## config.mk

```make
export PLATFORM = sky130hd
export DESIGN_NAME = mag_estimator
export DESIGN_NICKNAME = d
export VERILOG_FILES = /design/src/mag_pkg.sv /design/src/mag_estimator.sv /design/src/mag_datapath.sv /design/src/coef_mult_iter.sv /design/src/mag_ctrl.sv /design/src/iter_counter.sv
export SDC_FILE = /design/constraint.sdc
export NUM_CORES = 1
export LEC_CHECK = 0
export BUFFER_PORTS_ARGS = -buffer_cell sky130_fd_sc_hd__buf_2
export CAP_MARGIN = 5
export CELL_PAD_IN_SITES_DETAIL_PLACEMENT = 1
export CELL_PAD_IN_SITES_GLOBAL_PLACEMENT = 1
export CORE_MARGIN = 1
export CORE_UTILIZATION = 42
export DETAILED_ROUTE_END_ITERATION = 16
export MAX_ROUTING_LAYER = met4
export PLACE_DENSITY_LB_ADDON = 0.1
export SLEW_MARGIN = 20
export SYNTH_ARGS = -nofsm -noshare
export SYNTH_HDL_FRONTEND = slang
export SYNTH_SLANG_ARGS = --single-unit
```

## constraint.sdc

```tcl
create_clock -name clk -period 4.8 [get_ports clk]
set_clock_uncertainty 0.05 [all_clocks]
set_input_delay 0.72 -clock clk [delete_from_list [all_inputs] [get_ports clk]]
set_output_delay 0.72 -clock clk [all_outputs]
set_load 0.01 [all_outputs]
```

## src/mag_pkg.sv

```systemverilog
/* Shared constants and types for the alpha-max-plus-beta-min magnitude estimator.
   Modules import it inside their bodies and use scoped names in their headers. */

package mag_pkg;

  // Fraction bits of the coefficients, also the multiply iteration count.
  localparam int FRAC_W = 8;

  // Coefficients in unsigned Q0.8.
  localparam logic [FRAC_W-1:0] ALPHA_Q = 8'd245;  // About 0.957.
  localparam logic [FRAC_W-1:0] BETA_Q  = 8'd101;  // About 0.395.

  // Controller states.
  typedef enum logic [1:0] {
    IDLE = 2'd0,
    CALC = 2'd1,
    DONE = 2'd3
  } mag_state_e;

  // Control shared by both iterative multipliers.
  typedef struct packed {
    logic load;  // Clear accumulator and capture a new operand.
    logic step;  // One shift-and-add iteration.
  } mult_ctrl_t;

endpackage
```

## src/mag_estimator.sv

```systemverilog
/* Top level of the streaming alpha-max-plus-beta-min magnitude estimator.
   Input word is {a, b}; the result is one bit wider than a component. */

`timescale 1ns/10ps

module mag_estimator #(
  parameter int DATA_W = 16
) (
  input  logic                clk,
  input  logic                reset,
  input  logic                recv_val,
  output logic                recv_rdy,
  input  logic [2*DATA_W-1:0] recv_msg,
  input  logic                send_rdy,
  output logic                send_val,
  output logic [DATA_W:0]     send_msg
);

  import mag_pkg::*;

  mult_ctrl_t mult_ctrl;
  logic       start;
  logic       last;

  mag_ctrl u_ctrl (
    .clk       (clk),
    .reset     (reset),
    .recv_val  (recv_val),
    .recv_rdy  (recv_rdy),
    .send_rdy  (send_rdy),
    .send_val  (send_val),
    .last      (last),
    .start     (start),
    .mult_ctrl (mult_ctrl)
  );

  iter_counter #(
    .COUNT (FRAC_W)
  ) u_counter (
    .clk   (clk),
    .reset (reset),
    .start (start),
    .last  (last)
  );

  mag_datapath #(
    .DATA_W (DATA_W)
  ) u_datapath (
    .clk       (clk),
    .reset     (reset),
    .recv_msg  (recv_msg),
    .mult_ctrl (mult_ctrl),
    .last      (last),
    .send_msg  (send_msg)
  );

endmodule

```

## src/mag_datapath.sv

```systemverilog
/* Datapath of the magnitude estimator.
   Sorts the two components, scales them by alpha and beta and registers the sum. */

`timescale 1ns/10ps

module mag_datapath #(
  parameter int DATA_W = 16
) (
  input  logic                clk,
  input  logic                reset,
  input  logic [2*DATA_W-1:0] recv_msg,
  input  mag_pkg::mult_ctrl_t mult_ctrl,
  input  logic                last,
  output logic [DATA_W:0]     send_msg
);

  import mag_pkg::*;

  logic [DATA_W-1:0] comp_a;
  logic [DATA_W-1:0] comp_b;
  logic [DATA_W-1:0] max_val;
  logic [DATA_W-1:0] min_val;
  logic [DATA_W-1:0] alpha_prod;
  logic [DATA_W-1:0] beta_prod;
  logic [DATA_W:0]   result;

  assign comp_a = recv_msg[2*DATA_W-1:DATA_W];
  assign comp_b = recv_msg[DATA_W-1:0];

  // Ties go to a as the larger.
  always_comb begin
    if (comp_a >= comp_b) begin
      max_val = comp_a;
      min_val = comp_b;
    end else begin
      max_val = comp_b;
      min_val = comp_a;
    end
  end

  coef_mult_iter #(
    .DATA_W (DATA_W),
    .COEF   (ALPHA_Q)
  ) u_alpha_mult (
    .clk     (clk),
    .reset   (reset),
    .ctrl    (mult_ctrl),
    .operand (max_val),
    .product (alpha_prod)
  );

  coef_mult_iter #(
    .DATA_W (DATA_W),
    .COEF   (BETA_Q)
  ) u_beta_mult (
    .clk     (clk),
    .reset   (reset),
    .ctrl    (mult_ctrl),
    .operand (min_val),
    .product (beta_prod)
  );

  // Captured on the edge that enters DONE, held until the next item.
  always_ff @(posedge clk) begin
    if (mult_ctrl.step && last) begin
      result <= {1'b0, alpha_prod} + {1'b0, beta_prod};
    end
  end

  assign send_msg = result;

endmodule

```

## src/coef_mult_iter.sv

```systemverilog
/* Iterative multiplier of an unsigned operand by a constant Q0.8 coefficient.
   One coefficient bit per step, LSB first; the product drops the fraction bits. */

`timescale 1ns/10ps

module coef_mult_iter #(
  parameter int                         DATA_W = 16,
  parameter logic [mag_pkg::FRAC_W-1:0] COEF   = '0
) (
  input  logic                clk,
  input  logic                reset,
  input  mag_pkg::mult_ctrl_t ctrl,
  input  logic [DATA_W-1:0]   operand,
  output logic [DATA_W-1:0]   product
);

  import mag_pkg::*;

  localparam int ACC_W = DATA_W + FRAC_W;

  logic [ACC_W-1:0]  acc;
  logic [ACC_W-1:0]  acc_next;
  logic [ACC_W-1:0]  addend;     // Operand aligned to the current coefficient bit.
  logic [FRAC_W-1:0] coef_bits;  // Coefficient bits still to process.

  // Value of the accumulator once the iteration in progress completes.
  always_comb begin
    acc_next = acc;
    if (ctrl.step && coef_bits[0]) begin
      acc_next = acc + addend;
    end
  end

  always_ff @(posedge clk) begin
    if (reset) begin
      coef_bits <= '0;
    end else if (ctrl.load) begin
      coef_bits <= COEF;
    end else if (ctrl.step) begin
      coef_bits <= coef_bits >> 1;
    end
  end

  always_ff @(posedge clk) begin
    if (ctrl.load) begin
      acc    <= '0;
      addend <= {{FRAC_W{1'b0}}, operand};
    end else if (ctrl.step) begin
      acc    <= acc_next;
      addend <= addend << 1;
    end
  end

  // Truncated, and already final during the last step.
  assign product = acc_next[ACC_W-1:FRAC_W];

endmodule

```

## src/mag_ctrl.sv

```systemverilog
/* Controller FSM for the magnitude estimator.
   Runs the receive and send handshakes and steers the counter and multipliers. */

`timescale 1ns/10ps

module mag_ctrl (
  input  logic                clk,
  input  logic                reset,
  input  logic                recv_val,
  output logic                recv_rdy,
  input  logic                send_rdy,
  output logic                send_val,
  input  logic                last,
  output logic                start,
  output mag_pkg::mult_ctrl_t mult_ctrl
);

  import mag_pkg::*;

  mag_state_e state;
  mag_state_e next_state;

  always_ff @(posedge clk) begin
    if (reset) begin
      state <= IDLE;
    end else begin
      state <= next_state;
    end
  end

  always_comb begin
    next_state     = state;
    recv_rdy       = 1'b0;
    send_val       = 1'b0;
    start          = 1'b0;
    mult_ctrl.load = 1'b0;
    mult_ctrl.step = 1'b0;

    case (state)
      IDLE: begin
        recv_rdy = 1'b1;
        if (recv_val) begin
          start          = 1'b1;  // Counter and operands load on the accept edge.
          mult_ctrl.load = 1'b1;
          next_state     = CALC;
        end
      end
      CALC: begin
        mult_ctrl.step = 1'b1;
        if (last) begin
          next_state = DONE;
        end
      end
      DONE: begin
        send_val = 1'b1;  // Held until the result is taken.
        if (send_rdy) begin
          next_state = IDLE;
        end
      end
      default: begin
        next_state = IDLE;
      end
    endcase
  end

endmodule

```

## src/iter_counter.sv

```systemverilog
/* Iteration counter for the shift-and-add phase.
   Loaded by start, it counts down and flags the final iteration with last. */

`timescale 1ns/10ps

module iter_counter #(
  parameter int COUNT = mag_pkg::FRAC_W
) (
  input  logic clk,
  input  logic reset,
  input  logic start,
  output logic last
);

  localparam int CNT_W = $clog2(COUNT + 1);

  logic [CNT_W-1:0] count;

  always_ff @(posedge clk) begin
    if (reset) begin
      count <= '0;
    end else if (start) begin
      count <= CNT_W'(COUNT);
    end else if (count != '0) begin
      count <= count - CNT_W'(1);
    end
  end

  // High during the final iteration.
  assign last = (count == CNT_W'(1));

endmodule

```

## Word-level counts from Yosys, hierarchy flattened

Index checks and enable logic that the tools add are counted.

- $add $sub $neg: 4
- $lt $le $gt $ge: 1
- Equal/unequal tests: 6
- Muxes and demuxes: 23
- Reduce and logical (&&, ||, !) cells: 11

Operator list:

| kind | count |
|---|---|
| $mux W16 | 6 |
| $add A24 B24 Y24 | 2 |
| $mux W24 | 2 |
| $add A16 B16 Y17 | 1 |
| $ge A16 B16 Y1 | 1 |
| $mux W8 | 2 |
| $mux W7 | 2 |
| $mux W4 | 2 |
| $mux W2 | 3 |
| $pmux W2 S3 | 1 |
| $mux W1 | 5 |
| $eq A4 B1 Y1 const B | 1 |
| $ne A2 B2 Y1 const B | 2 |
| $reduce_and A2 Y1 | 2 |
| $reduce_bool A2 Y1 | 2 |
| $reduce_bool A4 Y1 | 1 |
| $sub A4 B1 Y4 const B | 1 |
| $logic_and A1 B1 Y1 | 3 |
| $reduce_and A3 Y1 | 1 |
| $eq A2 B1 Y1 const B | 1 |
| $eq A2 B2 Y1 const B | 1 |
| $logic_not A2 Y1 | 1 |
| $ne A2 B1 Y1 const B | 1 |
| $reduce_or A2 Y1 | 1 |

- Register bits after elaboration: 134
- Bits of input ports: 36
- Output and inout bits: 19
- Logic and storage cells: 61

## Logic depth before layout (Yosys ltp)

- Depth after elaboration: 5
- Depth in mapped cells: 22

## Modules after synthesis

From an unflattened synthesis, not the netlist that was laid out.

- Cells, all modules: 1027
- Area total of the unflattened synthesis: 9510.4 µm²

Modules (own cells, without submodules):

| module | times used | cells each | area an instance (µm²) | seq. area each (µm²) |
|---|---|---|---|---|
| coef_mult_iter (u_datapath.u_beta_mult) | 1 | 405 | 3534.6 | 1261.2 |
| coef_mult_iter (u_datapath.u_alpha_mult) | 1 | 382 | 3495.9 | 1281.2 |
| mag_datapath | 1 | 205 | 2137.0 | 510.5 |
| iter_counter | 1 | 22 | 229.0 | 80.1 |
| mag_ctrl | 1 | 13 | 113.9 | 40.0 |

## Least setup slack after synthesis

OpenSTA, ideal clock, no wires.

- Path type: reg-to-reg
- From: reg u_datapath.u_beta_mult.addend[0]
- To: reg u_datapath.result[14], in the netlist u_datapath.send_msg[14], data pin
- Library setup time: 0.273 ns
- Arrival time: 4.401 ns
- Required time: 4.477 ns
- Setup slack: 0.075 ns
- Cell stages (with the launch flop): 20
- Buffers on the path: 0
- Path through: edfxtp_1 > ha_1 > fa_1 > a211oi_1 > o211ai_1 > a21oi_1 > o21bai_1 > a21oi_1 > xnor2_1 > o21ai_0 > ha_1 > nor2b_1 > o21ai_0 > a21boi_0 > o31a_1 > nor3_1 > o21bai_1 > maj3_1 > a31oi_1 > o211ai_1

- Longest elaborated chain between the ends: 3

Ends and longest elaborated chain:

| item | RTL line | source |
|---|---|---|
| from (decl) | coef_mult_iter.sv:23 | `logic [ACC_W-1:0] addend;` |
| from (signal assigned) | coef_mult_iter.sv:47 | `addend <= {{FRAC_W{1'b0}}, operand};` |
| from (signal assigned) | coef_mult_iter.sv:50 | `addend <= addend << 1;` |
| $add A24 B24 Y24 | coef_mult_iter.sv:30 | `acc_next = acc + addend;` |
| $mux W24 | coef_mult_iter.sv:29 | `if (ctrl.step && coef_bits[0]) begin` |
| named net u_datapath.beta_prod[2] | mag_datapath.sv:24 | `logic [DATA_W-1:0] beta_prod;` |
| $add A16 B16 Y17 | mag_datapath.sv:66 | `result <= {1'b0, alpha_prod} + {1'b0, beta_prod};` |
| to (signal assigned) | mag_datapath.sv:66 |  |
| to (decl) | mag_datapath.sv:25 | `logic [DATA_W:0] result;` |

The timed path passes the listed nets, and every way through them passes these cells.
A chain may end at the register's enable or synchronous reset.

## Final worst setup path

Same ends and word-level chain as after synthesis.

==> flow_summary.json <==
{
  "clk_pin_slew_ns": 0.06,
  "synth.avg_cell_area_um2": 8.26,
  "dp_hpwl_um": 19300,
  "coreArea_um2": 21000,
  "period_needed_ns": 4.68,
  "detail-route-antenna-nets": 0,
  "wl_per_cell_um": 18.4,
  "setup-violations-final": 0,
  "rsz0062_at_grt": "true",
  "cp-startpoint": "u_datapath.u_beta_mult.addend[0]$_SDFFCE_PN0P_",
  "dr.max_layer_used": "met4",
  "area_growth_pct": 17.5,
  "hold_path.class": "register to register",
  "grt_overflow": 0,
  "rows": 53,
  "fillers": 2515,
  "max_slew.worst_pin.slew_ns": 0.713,
  "die_area_um2": 22100,
  "ys_ff_latch": 132,
  "max_cap_viol_count": 0,
  "routabilityCongestion": 0.854,
  "timing.critical_path.mode_cell": "a21oi_2",
  "synth_top_cell_area_share_pct": 18.4,
  "vdd_drop_max_mv": 0.246,
  "pre_cts_ws_ns": -0.233,
  "start_util_pct": 42.9,
  "drt_first_iter_violations": 397,
  "cts_root_buffer": "clkbuf_16",
  "grt_max_degree": 38,
  "hold_ws_ns": 0.406,
  "powerDensity_nw_per_um2": 383,
  "ff2ff_setup_slack_ns": 0.12,
  "max-slew-margin-rel_pct": 52.5,
  "cts-htree-levels": 4,
  "grt_pass1_vias": 8264,
  "final_common_cell": "nand2_1",
  "ys_seq_area_share_pct": 34.7,
  "wl_met2_um": 12700,
  "async_flop_share_pct": 0,
  "yosysWarnings": 0,
  "wl_met1_um": 13000,
  "max_clock_freq_ghz": 0.214,
  "wl_met3_um": 854,
  "multiInputGateArea_um2": 5700,
  "synth_ff_type": "dfxtp_1",
  "finalHoldViolCount": 0,
  "worstSetupEndpoint": "u_datapath.send_msg[14]$_DFFE_PP_",
  "synth_cell_types": 72,
  "yosysTopAreaCell": "dfxtp_1",
  "routed-via-count": 8300,
  "cp_top_family": "compound AO/OA/AOI/OAI gates",
  "cts_buffer_depth": 2,
  "reg2reg_depth": 21,
  "syn-num-nets": 1211,
  "drcViolationCount": 0,
  "drv_slew": 0,
  "path_depth": 21,
  "ctsHoldBuffers": 0,
  "cp.arrival_ns": 4.79,
  "antenna_cells": 0,
  "layout.area.seq_um2": 3130,
  "firstDrtPassIters": 6,
  "io_pins": 55,
  "p_leak_nw": 4.49,
  "dieHeight_um": 149,
  "status": "completed",
  "clock_sink_count": 132,
  "cp_slowest_cell": "edfxtp_1",
  "cp.required_ns": 4.91,
  "crit_buf_inv": 2,
  "worst_slack_ns": 0.117,
  "die_x_um": 149,
  "critical-path-max-stage-delay_ns": 0.43,
  "tritoncts": "built",
  "cts_buffers": 17,
  "rr_startpoint": "u_datapath.u_beta_mult.addend[0]$_SDFFCE_PN0P_",
  "antenna_found_initial": 0,
  "cp_max_fo": 4,
  "synth_edf_count": 49,
  "via_per_inst": 5.71,
  "grt_pass1_wl_um": 43500,
  "drive_gt1_share_pct": 17.4,
  "crit_type": "register to register",
  "clkLatencyLatePin_ns": 0.42,
  "min_period_over_period_pct": 97.6,
  "synthCells": 1092,
  "final_cell_mix": "nand2_1, nor2_1, nor3_1, dfxtp_1, a21oi_1",
  "p_total_w": 0.00406,
  "track_usage_pct": 25.7,
  "startpoint_type": "register",
  "cp_cell_sequence": "ha_4 -> fa_2 -> a211oi_2 -> o211ai_1 -> a21oi_2 -> o21bai_1 -> a21oi_2 -> buf_4 -> o21bai_4 -> a21oi_2 -> xor2_1 -> o21ai_1 -> ha_1 -> a21boi_4 -> o31a_1 -> nor3_2 -> o21bai_1 -> maj3_2 -> a31oi_1 -> buf_4 -> o211ai_1",
  "synthesis.area_um2": 9020,
  "reg2reg_to": "u_datapath.send_msg[14]$_DFFE_PP_",
  "wl_um": 26800,
  "nets": 1285,
  "endpoint_kind": "register",
  "ys_top_cells_by_area": "dfxtp_1, edfxtp_1, ha_1",
  "io_buffer_count": 54
}
## cell usage after synthesis, types with 3 or more instances
library cell / count
a211oi_1: 32
a21o_1: 25
a21oi_1: 89
a221oi_1: 16
a31oi_1: 6
and2_1: 22
and4_1: 3
buf_1: 8
clkbuf_1: 45
dfxtp_1: 83
edfxtp_1: 49
fa_1: 3
ha_1: 80
inv_1: 38
mux2_2: 6
mux2i_1: 5
nand2_1: 155
nand2b_1: 9
nand3_1: 15
nand3b_1: 6
nand4_1: 3
nor2_1: 107
nor2b_1: 5
nor3_1: 84
o211ai_1: 7
o21a_1: 5
o21ai_0: 58
o21bai_1: 9
o311ai_0: 16
o31ai_2: 3
or3_1: 5
xnor2_1: 35
xor2_1: 11
## cell families (layout without fill, tap and decap cells)
logic type,after synthesis,count (layout),share of synthesized area (%)
buffers and inverters,93,180,3.93
XOR/XNOR,46,46,4.47
flip-flops,132,132,34.7
adder cells (fa/ha/maj),84,84,11.9
multiplexers,11,11,1.30
AO/OA/AOI/OAI,291,291,21.4
AND/OR/NAND/NOR,435,435,22.3
## final cells by class
class	instances	area share, %
multi-input cells	867	53.8
flip-flops and latches	132	29.6
repair buffers	110	6.52
clock buffers	19	4.38
well taps	275	3.25
inverters	38	1.35
clock inverters	13	1.10
## metal layers
metal	vias up	track usage [%]
li1	4102	-
met2	132	41.9
met1	4050	33.9
met3	16	3.80
met4	0	5.00
met5	-	-
## per-stage QoR
step	setup TNS, ns	util (%)	instances	area, um^2
after floorplan	0	-	1092	9020
after global placement	-0.245	46.6	1414	9790
after detailed placement	-0.701	46.6	1414	9790
after CTS	0	49.7	1451	10400
after global routing	-0.828	50.4	1454	10600
final	0	50.4	1454	10600
## worst min-delay path by stage
| stage | startpoint | end | slack, ns | cells after the start |
|---|---|---|---|---|
| after global routing | u_datapath.u_beta_mult.acc[5]$_SDFFE_PP0P_ | u_datapath.u_beta_mult.acc[5]$_SDFFE_PP0P_ | 0.43 | 2 |
| after detailed placement | u_datapath.u_alpha_mult.coef_bits[1]$_SDFFE_PP0P_ | u_datapath.u_alpha_mult.coef_bits[1]$_SDFFE_PP0P_ | 0.40 | 2 |
| after global placement | u_datapath.u_alpha_mult.acc[5]$_SDFFE_PP0P_ | u_datapath.u_alpha_mult.acc[5]$_SDFFE_PP0P_ | 0.39 | 2 |
| final | u_datapath.u_beta_mult.coef_bits[4]$_SDFFE_PP0P_ | u_datapath.u_beta_mult.coef_bits[3]$_SDFFE_PP0P_ | 0.41 | 2 |
| after floorplan | u_datapath.u_beta_mult.coef_bits[4]$_SDFFE_PP0P_ | u_datapath.u_beta_mult.coef_bits[3]$_SDFFE_PP0P_ | 0.38 | 2 |
| after CTS | u_datapath.u_alpha_mult.coef_bits[1]$_SDFFE_PP0P_ | u_datapath.u_alpha_mult.coef_bits[1]$_SDFFE_PP0P_ | 0.41 | 2 |
## timing repair
| action | in CTS | in global routing |
|---|---|---|
| pin swaps | 5 | 33 |
| setup buffers | 5 | 3 |
| endpoints found under the setup margin | 6 | 7 |
| gates resized for setup | 12 | 31 |
| hold endpoints to repair | 0 | 0 |
## state kept, by name, indices dropped and copies added, names as in the netlist, 4 cells and up
| name | flops |
|---|---|
| u_datapath.u_alpha_mult.addend | 24 |
| u_datapath.u_alpha_mult.coef_bits | 8 |
| u_datapath.u_beta_mult.acc | 24 |
| u_datapath.send_msg | 17 |
| u_datapath.u_beta_mult.coef_bits | 5 |
| u_counter.count | 4 |
| u_datapath.u_beta_mult.addend | 24 |
| u_datapath.u_alpha_mult.acc | 24 |
## worst reg2reg max path, stage by stage, from the launching register on
cell,delay [ns]
edfxtp_1,0.43
ha_4,0.20
fa_2,0.37
a211oi_2,0.28
o211ai_1,0.16
a21oi_2,0.20
o21bai_1,0.12
a21oi_2,0.18
buf_4,0.16
o21bai_4,0.06
a21oi_2,0.14
xor2_1,0.15
o21ai_1,0.10
ha_1,0.30
a21boi_4,0.14
o31a_1,0.31
nor3_2,0.17
o21bai_1,0.11
maj3_2,0.33
a31oi_1,0.21
buf_4,0.17
o211ai_1,0.08
## where the power goes
part	switching, W	internal, W
Clock	0.000533	0.000763
Combinational	0.000765	0.000518
Sequential	0.000124	0.00135
Total	0.00142	0.00263
No activity file was read; power rests on OpenSTA's default activity.
